===== config.mk =====
export PLATFORM = sky130hd
export DESIGN_NAME = execute_stage
export DESIGN_NICKNAME = d
export VERILOG_FILES = /design/src/exec_ctrl_pkg.sv /design/src/rv32i_isa_pkg.sv /design/src/execute_stage.sv /design/src/branch_jump_unit.sv /design/src/exec_alu.sv /design/src/exec_reg_file.sv /design/src/exec_decode.sv
export VERILOG_INCLUDE_DIRS = /design/src /design/src/src
export SDC_FILE = /design/constraint.sdc
export NUM_CORES = 2
export LEC_CHECK = 0
export BUFFER_PORTS_ARGS = -buffer_cell sky130_fd_sc_hd__buf_4
export CORE_UTILIZATION = 40
export CTS_BUF_LIST = sky130_fd_sc_hd__clkbuf_4 sky130_fd_sc_hd__clkbuf_8
export CTS_CLUSTER_SIZE = 16
export DETAILED_ROUTE_END_ITERATION = 10
export GPL_TIMING_DRIVEN = 0
export PLACE_DENSITY_LB_ADDON = 0.25
export SLEW_MARGIN = 5
export SYNTH_ARGS = -nofsm -noshare
export SYNTH_HDL_FRONTEND = slang
export SYNTH_SLANG_ARGS = --single-unit

===== constraint.sdc =====
create_clock -name CLK -period 7 [get_ports CLK]
set_clock_uncertainty 0.2 [all_clocks]
set_input_delay 1.4 -clock CLK [delete_from_list [all_inputs] [get_ports CLK]]
set_output_delay 1.4 -clock CLK [all_outputs]
set_load 0.02 [all_outputs]

===== src/rv32i_defs.svh =====
// RV32I width macros
`ifndef RV32I_DEFS_SVH
`define RV32I_DEFS_SVH

// Data and address width
`define WORD_W 32

// Architectural registers
`define NUM_REGS 32

// Register index width
`define REG_IDX_W 5

`endif

===== src/exec_ctrl_pkg.sv =====
// Execute control types
package exec_ctrl_pkg;

    // ALU operations
    typedef enum logic [3:0] {
        ADD  = 4'd0,
        SUB  = 4'd1,
        SLL  = 4'd2,
        SLT  = 4'd3,
        SLTU = 4'd4,
        XOR  = 4'd5,
        SRL  = 4'd6,
        SRA  = 4'd7,
        OR   = 4'd8,
        AND  = 4'd9
    } alu_op_t;

    // ALU port A source
    typedef enum logic [1:0] {
        RS1  = 2'd0,
        PC   = 2'd1,
        ZERO = 2'd2
    } alu_a_sel_t;

    // ALU port B source
    typedef enum logic [1:0] {
        RS2   = 2'd0,
        IMM_I = 2'd1,
        IMM_S = 2'd2,
        IMM_U = 2'd3
    } alu_b_sel_t;

endpackage


===== src/rv32i_isa_pkg.sv =====
// RV32I ISA types
package rv32i_isa_pkg;

    // Major opcodes of the base integer set
    typedef enum logic [6:0] {
        LUI    = 7'b0110111,
        AUIPC  = 7'b0010111,
        JAL    = 7'b1101111,
        JALR   = 7'b1100111,
        BRANCH = 7'b1100011,
        LOAD   = 7'b0000011,
        STORE  = 7'b0100011,
        OP_IMM = 7'b0010011,
        OP     = 7'b0110011
    } opcode_t;

    // Branch conditions
    // Encoded as the branch funct3 field
    // 3'b010 and 3'b011 are unused
    typedef enum logic [2:0] {
        BEQ  = 3'b000,
        BNE  = 3'b001,
        BLT  = 3'b100,
        BGE  = 3'b101,
        BLTU = 3'b110,
        BGEU = 3'b111
    } branch_cond_t;

endpackage


===== src/execute_stage.sv =====
// RV32I execute stage
`timescale 1ns/1ps
`include "rv32i_defs.svh"

module execute_stage (
    input  logic                  CLK,
    input  logic                  nRST,
    input  logic                  fetch_valid,
    input  logic [`WORD_W-1:0]    fetch_instr,
    input  logic [`WORD_W-1:0]    fetch_pc,
    input  logic                  ex_mem_stall,
    input  logic                  ex_mem_flush,
    input  logic                  fwd_rs1,
    input  logic                  fwd_rs2,
    input  logic [`WORD_W-1:0]    fwd_data,
    input  logic                  wb_en,
    input  logic [`REG_IDX_W-1:0] wb_rd,
    input  logic [`WORD_W-1:0]    wb_data,
    output logic [`REG_IDX_W-1:0] rs1_e,
    output logic [`REG_IDX_W-1:0] rs2_e,
    output logic                  mem_valid,
    output logic [`WORD_W-1:0]    mem_pc,
    output logic [`WORD_W-1:0]    mem_port_out,
    output logic [`WORD_W-1:0]    mem_rs2_data,
    output logic [`REG_IDX_W-1:0] mem_rd,
    output logic                  mem_reg_write,
    output logic                  mem_dren,
    output logic                  mem_dwen,
    output logic                  mem_branch,
    output logic                  mem_jump,
    output logic                  mem_branch_taken,
    output logic [`WORD_W-1:0]    mem_brj_addr,
    output logic                  mem_illegal
);
    import rv32i_isa_pkg::*;
    import exec_ctrl_pkg::*;

    logic [`REG_IDX_W-1:0] rd;
    alu_op_t               alu_op;
    alu_a_sel_t            alu_a_sel;
    alu_b_sel_t            alu_b_sel;
    branch_cond_t          branch_cond;
    logic [`WORD_W-1:0]    imm_i, imm_s, imm_u, imm_b, imm_j;
    logic                  reg_write, dren, dwen, branch, jump, j_sel, illegal;
    logic [`WORD_W-1:0]    rs1_data, rs2_data;
    logic [`WORD_W-1:0]    rs1_fwd, rs2_fwd;
    logic [`WORD_W-1:0]    port_a, port_b, alu_out, ex_out;
    logic                  branch_taken;
    logic [`WORD_W-1:0]    brj_addr;

    exec_decode decode_inst (
        .instr(fetch_instr), .rs1(rs1_e), .rs2(rs2_e), .rd,
        .alu_op, .alu_a_sel, .alu_b_sel, .branch_cond,
        .imm_i, .imm_s, .imm_u, .imm_b, .imm_j,
        .reg_write, .dren, .dwen, .branch, .jump, .j_sel, .illegal
    );

    // Writeback drops while the pipe is held
    exec_reg_file reg_file_inst (
        .CLK, .nRST, .rs1(rs1_e), .rs2(rs2_e), .rs1_data, .rs2_data,
        .wen(wb_en && !ex_mem_stall), .rd(wb_rd), .w_data(wb_data)
    );

    // Forwarded value wins over the register file
    assign rs1_fwd = fwd_rs1 ? fwd_data : rs1_data;
    assign rs2_fwd = fwd_rs2 ? fwd_data : rs2_data;

    always_comb begin
        case (alu_a_sel)
            RS1:     port_a = rs1_fwd;
            PC:      port_a = fetch_pc;
            default: port_a = '0;
        endcase
        case (alu_b_sel)
            RS2:     port_b = rs2_fwd;
            IMM_I:   port_b = imm_i;
            IMM_S:   port_b = imm_s;
            default: port_b = imm_u;
        endcase
    end

    exec_alu alu_inst (.alu_op, .port_a, .port_b, .port_out(alu_out));

    branch_jump_unit bju_inst (
        .branch_cond, .rs1_data(rs1_fwd), .rs2_data(rs2_fwd), .pc(fetch_pc),
        .imm_b, .imm_i, .imm_j, .jump, .j_sel, .branch, .branch_taken, .brj_addr
    );

    // Jumps write the link address pc+4
    assign ex_out = jump ? (fetch_pc + `WORD_W'(4)) : alu_out;

    // Stall holds, flush clears, illegal squashes control
    always_ff @(posedge CLK, negedge nRST) begin
        if (!nRST) begin
            mem_valid        <= 1'b0;
            mem_pc           <= '0;
            mem_port_out     <= '0;
            mem_rs2_data     <= '0;
            mem_rd           <= '0;
            mem_reg_write    <= 1'b0;
            mem_dren         <= 1'b0;
            mem_dwen         <= 1'b0;
            mem_branch       <= 1'b0;
            mem_jump         <= 1'b0;
            mem_branch_taken <= 1'b0;
            mem_brj_addr     <= '0;
            mem_illegal      <= 1'b0;
        end else if (!ex_mem_stall) begin
            if (ex_mem_flush) begin
                mem_valid        <= 1'b0;
                mem_pc           <= '0;
                mem_port_out     <= '0;
                mem_rs2_data     <= '0;
                mem_rd           <= '0;
                mem_reg_write    <= 1'b0;
                mem_dren         <= 1'b0;
                mem_dwen         <= 1'b0;
                mem_branch       <= 1'b0;
                mem_jump         <= 1'b0;
                mem_branch_taken <= 1'b0;
                mem_brj_addr     <= '0;
                mem_illegal      <= 1'b0;
            end else begin
                // Valid passes through even when illegal
                mem_valid        <= fetch_valid;
                mem_pc           <= fetch_pc;
                mem_port_out     <= ex_out;
                mem_rs2_data     <= rs2_fwd;
                mem_rd           <= rd;
                mem_reg_write    <= reg_write && !illegal;
                mem_dren         <= dren && !illegal;
                mem_dwen         <= dwen && !illegal;
                mem_branch       <= branch && !illegal;
                mem_jump         <= jump && !illegal;
                mem_branch_taken <= branch_taken;
                mem_brj_addr     <= brj_addr;
                mem_illegal      <= illegal;
            end
        end
    end

endmodule


===== src/branch_jump_unit.sv =====
// Branch and jump resolution
`timescale 1ns/1ps
`include "rv32i_defs.svh"

module branch_jump_unit (
    input  rv32i_isa_pkg::branch_cond_t branch_cond,
    input  logic [`WORD_W-1:0]          rs1_data,
    input  logic [`WORD_W-1:0]          rs2_data,
    input  logic [`WORD_W-1:0]          pc,
    input  logic [`WORD_W-1:0]          imm_b,
    input  logic [`WORD_W-1:0]          imm_i,
    input  logic [`WORD_W-1:0]          imm_j,
    input  logic                        jump,
    input  logic                        j_sel,
    input  logic                        branch,
    output logic                        branch_taken,
    output logic [`WORD_W-1:0]          brj_addr
);
    import rv32i_isa_pkg::*;

    logic               cond_true;
    logic [`WORD_W-1:0] pc4;
    logic [`WORD_W-1:0] branch_target;
    logic [`WORD_W-1:0] jalr_sum;
    logic [`WORD_W-1:0] jump_target;

    // Compare on forwarded operands
    always_comb begin
        case (branch_cond)
            BEQ:     cond_true = (rs1_data == rs2_data);
            BNE:     cond_true = (rs1_data != rs2_data);
            BLT:     cond_true = $signed(rs1_data) < $signed(rs2_data);
            BGE:     cond_true = $signed(rs1_data) >= $signed(rs2_data);
            BLTU:    cond_true = rs1_data < rs2_data;
            BGEU:    cond_true = rs1_data >= rs2_data;
            default: cond_true = 1'b0;
        endcase
    end

    assign branch_taken  = branch & cond_true;
    assign pc4           = pc + `WORD_W'(4);
    assign branch_target = pc + imm_b;

    // JAL is PC relative, JALR clears bit 0
    assign jalr_sum    = rs1_data + imm_i;
    assign jump_target = j_sel ? (pc + imm_j) : {jalr_sum[`WORD_W-1:1], 1'b0};

    // Jump first, then taken branch, else fall through
    assign brj_addr = jump ? jump_target : (branch_taken ? branch_target : pc4);

endmodule


===== src/exec_alu.sv =====
// RV32I integer ALU
`timescale 1ns/1ps
`include "rv32i_defs.svh"

module exec_alu (
    input  exec_ctrl_pkg::alu_op_t alu_op,
    input  logic [`WORD_W-1:0]     port_a,
    input  logic [`WORD_W-1:0]     port_b,
    output logic [`WORD_W-1:0]     port_out
);
    import exec_ctrl_pkg::*;

    logic [4:0] shamt;
    logic       lt_s;
    logic       lt_u;

    // Only the low five bits shift
    assign shamt = port_b[4:0];
    assign lt_s  = $signed(port_a) < $signed(port_b);
    assign lt_u  = port_a < port_b;

    always_comb begin
        case (alu_op)
            ADD:     port_out = port_a + port_b;
            SUB:     port_out = port_a - port_b;
            SLL:     port_out = port_a << shamt;
            SLT:     port_out = {{(`WORD_W-1){1'b0}}, lt_s};
            SLTU:    port_out = {{(`WORD_W-1){1'b0}}, lt_u};
            XOR:     port_out = port_a ^ port_b;
            SRL:     port_out = port_a >> shamt;
            // Arithmetic shift keeps the sign
            SRA:     port_out = $signed(port_a) >>> shamt;
            OR:      port_out = port_a | port_b;
            AND:     port_out = port_a & port_b;
            default: port_out = '0;
        endcase
    end

endmodule


===== src/exec_reg_file.sv =====
// Integer register file
`timescale 1ns/1ps
`include "rv32i_defs.svh"

module exec_reg_file (
    input  logic                  CLK,
    input  logic                  nRST,
    input  logic [`REG_IDX_W-1:0] rs1,
    input  logic [`REG_IDX_W-1:0] rs2,
    output logic [`WORD_W-1:0]    rs1_data,
    output logic [`WORD_W-1:0]    rs2_data,
    input  logic                  wen,
    input  logic [`REG_IDX_W-1:0] rd,
    input  logic [`WORD_W-1:0]    w_data
);
    logic [`WORD_W-1:0] regs [`NUM_REGS];

    // Single write port, x0 never written
    always_ff @(posedge CLK, negedge nRST) begin
        if (!nRST) begin
            for (int i = 0; i < `NUM_REGS; i++) begin
                regs[i] <= '0;
            end
        end else if (wen && rd != '0) begin
            regs[rd] <= w_data;
        end
    end

    // No bypass, same-cycle write shows up next cycle
    assign rs1_data = (rs1 == '0) ? '0 : regs[rs1];
    assign rs2_data = (rs2 == '0) ? '0 : regs[rs2];

endmodule


===== src/exec_decode.sv =====
// RV32I control unit
`timescale 1ns/1ps
`include "rv32i_defs.svh"

module exec_decode (
    input  logic [`WORD_W-1:0]          instr,
    output logic [`REG_IDX_W-1:0]       rs1,
    output logic [`REG_IDX_W-1:0]       rs2,
    output logic [`REG_IDX_W-1:0]       rd,
    output exec_ctrl_pkg::alu_op_t      alu_op,
    output exec_ctrl_pkg::alu_a_sel_t   alu_a_sel,
    output exec_ctrl_pkg::alu_b_sel_t   alu_b_sel,
    output rv32i_isa_pkg::branch_cond_t branch_cond,
    output logic [`WORD_W-1:0]          imm_i,
    output logic [`WORD_W-1:0]          imm_s,
    output logic [`WORD_W-1:0]          imm_u,
    output logic [`WORD_W-1:0]          imm_b,
    output logic [`WORD_W-1:0]          imm_j,
    output logic                        reg_write,
    output logic                        dren,
    output logic                        dwen,
    output logic                        branch,
    output logic                        jump,
    output logic                        j_sel,
    output logic                        illegal
);
    import rv32i_isa_pkg::*;
    import exec_ctrl_pkg::*;

    opcode_t opcode;
    alu_op_t arith_op;

    assign opcode = opcode_t'(instr[6:0]);

    // Register fields are passed raw, reg_write qualifies rd
    assign rs1 = instr[19:15];
    assign rs2 = instr[24:20];
    assign rd  = instr[11:7];

    assign branch_cond = branch_cond_t'(instr[14:12]);

    // Sign-extended immediates
    assign imm_i = {{20{instr[31]}}, instr[31:20]};
    assign imm_s = {{20{instr[31]}}, instr[31:25], instr[11:7]};
    assign imm_u = {instr[31:12], 12'b0};
    assign imm_b = {{19{instr[31]}}, instr[31], instr[7], instr[30:25], instr[11:8], 1'b0};
    assign imm_j = {{11{instr[31]}}, instr[31], instr[19:12], instr[20], instr[30:21], 1'b0};

    // funct3 / funct7 to ALU op
    // SUB only exists in the register form
    always_comb begin
        case (instr[14:12])
            3'b000:  arith_op = (opcode == OP && instr[30]) ? SUB : ADD;
            3'b001:  arith_op = SLL;
            3'b010:  arith_op = SLT;
            3'b011:  arith_op = SLTU;
            3'b100:  arith_op = XOR;
            3'b101:  arith_op = instr[30] ? SRA : SRL;
            3'b110:  arith_op = OR;
            default: arith_op = AND;
        endcase
    end

    always_comb begin
        // Defaults describe a no-op
        alu_op    = ADD;
        alu_a_sel = RS1;
        alu_b_sel = RS2;
        reg_write = 1'b0;
        dren      = 1'b0;
        dwen      = 1'b0;
        branch    = 1'b0;
        jump      = 1'b0;
        j_sel     = 1'b0;
        illegal   = 1'b0;
        case (opcode)
            LUI: begin
                alu_a_sel = ZERO;
                alu_b_sel = IMM_U;
                reg_write = 1'b1;
            end
            AUIPC: begin
                alu_a_sel = PC;
                alu_b_sel = IMM_U;
                reg_write = 1'b1;
            end
            JAL, JALR: begin
                jump      = 1'b1;
                j_sel     = (opcode == JAL);
                reg_write = 1'b1;
            end
            BRANCH: branch = 1'b1;
            LOAD: begin
                // Address is rs1 + imm_i
                alu_b_sel = IMM_I;
                dren      = 1'b1;
                reg_write = 1'b1;
            end
            STORE: begin
                alu_b_sel = IMM_S;
                dwen      = 1'b1;
            end
            OP_IMM: begin
                // Shift amount rides in imm_i low bits
                alu_op    = arith_op;
                alu_b_sel = IMM_I;
                reg_write = 1'b1;
            end
            OP: begin
                alu_op    = arith_op;
                reg_write = 1'b1;
            end
            default: illegal = 1'b1;
        endcase
    end

endmodule


== Word-level counts from Yosys, hierarchy flattened ==
Cells that the tools add are included.

* Flip-flop bits (word level): 1165
* Output and inout port bits: 151
* Logic and storage cells: 171

* Add/sub/neg operators: 6
* Order comparisons: 10
* Equality and inequality tests: 30
* Shift operators: 3
* Multiplexer cells: 47
* Bitwise operators: 7
* Reductions and logical operators: 23

{| class="wikitable"
|+ Operators with widths
! operator !! count
|-
| bitwise mux 1024 bit || 1
|-
| two-way mux 32 bit || 17
|-
| binary-select mux 32 bit (select 5 bit) || 2
|-
| one-hot mux 32 bit (10 select lines) || 1
|-
| demux 32 bit (select 5 bit) || 1
|-
| adder 32 bit || 4
|-
| less-than comparator 32 bit || 4
|-
| one-hot mux 32 bit (3 select lines) || 1
|-
| greater-or-equal comparator 32 bit || 2
|-
| one-hot mux 32 bit (2 select lines) || 1
|-
| adder 32 x 3 -> 32 bit, second input constant || 1
|-
| bitwise AND 32 bit || 1
|-
| == test 32 bit || 1
|-
| inequality test 32 bit || 1
|-
| bitwise OR 32 bit || 1
|-
| left shift 32 x 5 -> 32 bit || 1
|-
| >> shifter 32 x 5 -> 32 bit || 1
|-
| >>> shifter 32 x 5 -> 32 bit || 1
|-
| subtractor 32 bit || 1
|-
| XOR 32 bit || 1
|-
| one-hot mux 4 bit (7 select lines) || 1
|-
| == test 7 x 6 -> 1 bit, second input constant || 3
|-
| == test 7 bit, second input constant || 3
|-
| greater-or-equal comparator 6 bit, second input constant || 3
|-
| other kinds (30) || 72
|}

== Longest topological paths before layout ==
* Depth in word-level cells: 12
* Mapped depth: 28
* Gate-level depth less buffers: 21

== Cells and area by module ==
Synthesis repeated with hierarchy kept, for this count alone.

* Cell total of the unflattened synthesis: 6888
* Area total of the unflattened synthesis: 79273.5 µm²

{| class="wikitable"
|+ By module, submodules not included
! module !! times used !! cells each !! area an instance (µm²) !! seq. area each (µm²)
|-
| exec_reg_file || 1 || 3620 || 54347.1 || 25624.6
|-
| execute_stage || 1 || 818 || 8202.9 || 3528.4
|-
| exec_alu || 1 || 1231 || 8196.6 || 0.0
|-
| branch_jump_unit || 1 || 1001 || 6942.9 || 0.0
|-
| exec_decode || 1 || 218 || 1584.0 || 0.0
|}

== Worst setup path before layout ==
No wires, ideal clock.

* Kind: input to register
* Start point: input fetch_instr[20]
* End point: register mem_port_out[23]
* Arrival: 7161 ps
* Data required time: 6674 ps
* Path slack: -487 ps
* Stages: 27
* Path buffers: 8
* Cells stage by stage: buf_6 -> buf_12 -> buf_12 -> buf_4 -> buf_2 -> buf_2 -> buf_2 -> mux4_2 -> mux4_2 -> nand2_1 -> nand2_1 -> a22oi_1 -> nor2_1 -> a21oi_1 -> ha_1 -> clkbuf_1 -> nor2b_1 -> o311a_1 -> o41ai_1 -> o21ai_0 -> a31o_2 -> o21a_1 -> a21oi_1 -> o21bai_1 -> xnor2_1 -> a2111o_1 -> o32a_1

* Cells in the longest elaborated chain, start to end: 11
* Elaborated cells between the ends (all ways): 19

{| class="wikitable"
|+ Ends and longest elaborated chain
! item !! line !! source
|-
| from (decl) || execute_stage.sv:9 || <nowiki>input logic [`WORD_W-1:0] fetch_instr,</nowiki>
|-
| inverter 5 -> 6 bit (not written as such) || exec_reg_file.sv:31 || <nowiki>assign rs2_data = (rs2 == '0) ? '0 : regs[rs2];</nowiki>
|-
| binary-select mux 32 bit (select 5 bit) || exec_reg_file.sv:31 ||
|-
| two-way mux 32 bit (not written as such) (2 in series) || exec_reg_file.sv:31 ||
|-
| two-way mux 32 bit || exec_reg_file.sv:31 ||
|-
| two-way mux 32 bit || execute_stage.sv:66 || <nowiki>assign rs2_fwd = fwd_rs2 ? fwd_data : rs2_data;</nowiki>
|-
| one-hot mux 32 bit (3 select lines) * || execute_stage.sv:74 || <nowiki>case (alu_b_sel)</nowiki>
|-
| subtractor 32 bit (tied with other cells) || exec_alu.sv:25 || <nowiki>SUB: port_out = port_a - port_b;</nowiki>
|-
| one-hot mux 32 bit (10 select lines) * || exec_alu.sv:23 || <nowiki>case (alu_op)</nowiki>
|-
| two-way mux 32 bit * || execute_stage.sv:90 || <nowiki>assign ex_out = jump ? (fetch_pc + `WORD_W'(4)) : alu_out;</nowiki>
|-
| two-way mux 32 bit * || execute_stage.sv:109 || <nowiki>if (ex_mem_flush) begin</nowiki>
|-
| to (signal assigned) || execute_stage.sv:127 || <nowiki>mem_port_out <= ex_out;</nowiki>
|-
| to (decl) || execute_stage.sv:23 || <nowiki>output logic [`WORD_W-1:0] mem_port_out,</nowiki>
|}

Every way passes the cells marked *; elsewhere a longest branch is shown, timed or not. The select of a mux whose other input is x is not followed.
A chain may end at the register's enable or synchronous reset.

== Worst setup path in the final report ==
* Start point: input fetch_instr[17]
* End point: register mem_port_out[30]

* Cells in the longest elaborated chain, start to end: 11
* Elaborated cells between the ends (all ways): 20

{| class="wikitable"
|+ Ends and longest elaborated chain
! item !! line !! source
|-
| inverter 5 -> 6 bit (not written as such) || exec_reg_file.sv:30 || <nowiki>assign rs1_data = (rs1 == '0) ? '0 : regs[rs1];</nowiki>
|-
| binary-select mux 32 bit (select 5 bit) || exec_reg_file.sv:30 ||
|-
| two-way mux 32 bit (not written as such) (2 in series) || exec_reg_file.sv:30 ||
|-
| two-way mux 32 bit || exec_reg_file.sv:30 ||
|-
| two-way mux 32 bit || execute_stage.sv:65 || <nowiki>assign rs1_fwd = fwd_rs1 ? fwd_data : rs1_data;</nowiki>
|-
| one-hot mux 32 bit (2 select lines) || execute_stage.sv:69 || <nowiki>case (alu_a_sel)</nowiki>
|-
| subtractor 32 bit (tied with other cells) || exec_alu.sv:25 ||
|-
| one-hot mux 32 bit (10 select lines) * || exec_alu.sv:23 ||
|-
| two-way mux 32 bit * || execute_stage.sv:90 ||
|-
| two-way mux 32 bit * || execute_stage.sv:109 ||
|}

Marked as above.

==> impl_metrics.json <==
{
  "status": "finished with violations",
  "violations": "capacitance limit, slew limit, setup timing",
  "finalNonFillerCells": 10100,
  "worst_ep_required_time_ns": 7.74,
  "worstHoldPathType": "in2async",
  "worstSetupPathType": "in2reg",
  "cts_buffers": 210,
  "htreeDepth": 4,
  "busiest_layer": "met2",
  "nets": 7726,
  "cts_tree": "built",
  "grt_use_met3": 0.162,
  "peakVddDrop_uv": 211,
  "p_switching_w": 0.00806,
  "hpwl_um": 324000,
  "core_um2": 191000,
  "totalWireLength_um": 441000,
  "ys_warn_count": 0,
  "ctsHoldBuffers": 0,
  "rsz0062_at_grt": "true",
  "power_w": 0.0224,
  "path_delay_family": "compound AO/OA/AOI/OAI gates",
  "seq_power_share": 0.368,
  "end_kind": "flop",
  "slew_viol_final": 56,
  "vias_per_cell": 6.88,
  "start_util": 0.405,
  "gr-usage-met2": 0.631,
  "dpl.cell_count": 9574,
  "relSlewSlack": -0.0862,
  "ys_ff_latch": 1165,
  "gr-total-overflow": 0,
  "synth_cell_types": 111,
  "die-area_um2": 195000,
  "chipWidth_um": 442,
  "post_drt_wl_per_cell_um": 43.8,
  "p_sw_frac": 0.360,
  "comb_power_share": 0.295,
  "leakage_nw": 41.2,
  "syn_inst": 6739,
  "grt_max_degree": 169,
  "die_y_um": 442,
  "p_clk_frac": 0.337,
  "final_cell_mix": "dfrtp_1, mux2_2, nand2_1",
  "rr_worst_depth": 23,
  "worstPathArrival_ns": 7.91,
  "hold_viol_final": 0,
  "grt_pass1_wl_um": 585000,
  "min_period_over_period": 1.02,
  "grt_util_all_layers": 0.445,
  "finalSetupViolations": 7,
  "synth_edf_count": 0,
  "ys.flop_type": "dfrtp_1",
  "drcViolationCount": 0,
  "cts_root_buffer": "clkbuf_8",
  "crit_slowest_cell": "and4b_1",
  "fin_tns_setup_ns": -0.662,
  "avgSynthCellArea_um2": 11.5,
  "synth_top_area_frac": 0.377,
  "worstPathCellList": "buf_4 > and4b_1 > clkbuf_4 > a22oi_1 > nand2_1 > o31ai_2 > buf_6 > a22oi_2 > inv_1 > ha_1 > inv_1 > a21o_1 > a22oi_1 > o22ai_1 > a221o_1 > a21oi_1 > o21ai_0 > a21oi_2 > nand3_1 > nor4_4 > a31oi_1",
  "cellPowerDensity_nw_per_um2": 246,
  "use_met1": 0.534,
  "gp_congestion": 1.06,
  "maxCapViolations": 8,
  "yosys-top-cells-area": "dfrtp_1, mux2_2, mux4_2",
  "period_needed_ns": 7.17,
  "n_fill_cell": 17800,
  "synthArstFlopShare": 1.00,
  "drtIter0Drc": 9280,
  "synth_area_um2": 77300,
  "area_growth_syn_to_layout_pct": 17.9,
  "final_common_cell": "dfrtp_1",
  "reg2reg_from": "reg_file_inst.regs[385]$_DFFE_PN0P_",
  "drive_gt1_frac": 0.367,
  "p_int_w": 0.0144,
  "portBuffers": 289,
  "detail-route-antenna-nets": 0,
  "ios": 292,
  "critPathMaxStageDelay_ns": 0.80,
  "cp_max_fo": 10,
  "synth_nets": 7090,
  "cp-start-kind": "primary input",
  "clk_latency_ns": 1.05,
  "antenna_found_initial": 32,
  "seq_area_frac_synth": 0.377,
  "core.rowCount": 160,
  "clock.fmax_mhz": 139,
  "yosysTopAreaCell": "dfrtp_1",
  "vias": 69300,
  "reg2reg_slack_ns": 0.39,
  "setup_ws_ns": -0.172,
  "cts.path.max_buffers": 3,
  "dr.pass1.iters": 6,
  "critPathBufInv": 5,
  "grt_pass1_vias": 66700,
  "clkTransAtPathRegs_ns": 0.07,
  "clkSinkCount": 1165,
  "worst_slew_pin_slew_ns": 1.63,
  "r2r-end": "mem_port_out[11]$_DFFE_PN0N_"
}
## timing repair
item                       in CTS  in global routing
cloned                          0                  2
pin swaps                      35                 21
setup endpoints to repair      64                 51
buffers inserted               64                 54
resized for setup             335                154
## power by group through the flow
stage | Combinational [W] | Clock [W] | Sequential (W)
5_1_grt | 0.00677 | 0.00782 | 0.00831
3_5_place_dp | 0.00606 | 0 | 0.00831
2_1_floorplan | 0.00355 | 0 | 0.00816
3_3_place_gp | 0.00597 | 0 | 0.00824
4_1_cts | 0.00627 | 0.00753 | 0.00819
6_report | 0.00661 | 0.00755 | 0.00824
## per-layer routing
layer | wire length (um) | share of wire
met1 | 162000 | 0.37
met3 | 51700 | 0.12
met4 | 44900 | 0.10
met5 | 123 | 0.00028
met2 | 183000 | 0.41
## final cells by class
class / count / area, um2 / area share
Timing Repair Buffer: 443 / 3750 / 0.0412
Buffer: 608 / 4100 / 0.0450
Multi-Input combinational cell: 4812 / 45500 / 0.500
Antenna cell: 21 / 52.6 / 0.000577
Clock buffer: 332 / 4140 / 0.0455
Inverter: 135 / 520 / 0.00571
Clock inverter: 44 / 697 / 0.00765
Sequential cell: 1165 / 29200 / 0.320
Tap cell: 2511 / 3140 / 0.0345
## cells in the mapped netlist (all sizes together) (12+ instances only)
library cell	number
o31ai	44
a211oi	58
o21bai	29
nand4	28
and3	34
a31oi	40
dfrtp	1165
and2	22
o21a	35
mux2i	442
o22ai	57
nand2	453
o211ai	26
buf	237
nor3	73
a22o	37
clkbuf	390
nor2b	25
xor2	37
o21ai	259
nor4	17
a21o	82
a22oi	182
a31o	12
mux4	436
a221o	16
nand3	108
ha	205
or3	23
o41ai	20
or4	12
a211o	18
a221oi	25
a21oi	254
mux2	1031
nand2b	59
inv	132
xnor2	75
nor2	313
o2111ai	14
o221ai	23
## how the worst max path moves through the flow
stage | from | end | slack [ns] | cells past startpoint
floorplan | fetch_instr[20] | mem_port_out[23]$_DFFE_PN0N_ | -0.01 | 27
global placement | nRST | reg_file_inst.regs[100]$_DFFE_PN0P_ | -10.10 | 1
detailed placement | fetch_instr[21] | mem_port_out[30]$_DFFE_PN0N_ | -4.48 | 28
CTS | fetch_instr[18] | mem_port_out[21]$_DFFE_PN0N_ | 0.001 | 21
global route | fetch_instr[15] | mem_port_out[24]$_DFFE_PN0N_ | -0.03 | 25
finish | fetch_instr[17] | mem_port_out[30]$_DFFE_PN0N_ | -0.17 | 21
## registers in the layout, indices dropped and copies added (netlist names)
name                flops
mem_rs2_data           32
mem_branch              1
mem_port_out           32
reg_file_inst.regs   1024
mem_jump                1
mem_brj_addr           32
mem_branch_taken        1
mem_valid               1
mem_illegal             1
mem_dwen                1
mem_reg_write           1
mem_dren                1
mem_pc                 32
mem_rd                  5
## cells by family after synthesis
logic type / after synthesis / synth area share
buffers and inverters: 762 / 0.0450
adder cells (fa/ha/maj): 210 / 0.0345
AND/OR/NAND/NOR: 1235 / 0.0750
AO/OA/AOI/OAI: 1346 / 0.121
flip-flops: 1165 / 0.377
XOR/XNOR: 112 / 0.0127
multiplexers: 1909 / 0.335
## per-stage QoR
step / setup slack, ns / utilization / instance area, um2 / hold slack [ns]
detailed placement: -4.48 / 0.437 / 83400 / 0.244
finish: -0.172 / 0.477 / 91100 / 0.157
global placement: -10.10 / 0.433 / 82700 / 0.235
floorplan: -0.0107 / - / 77400 / 0.225
CTS: 0.00109 / 0.472 / 90100 / 0.183
global route: -0.0282 / 0.477 / 91000 / 0.198
Power figures use the tool's default switching activity.
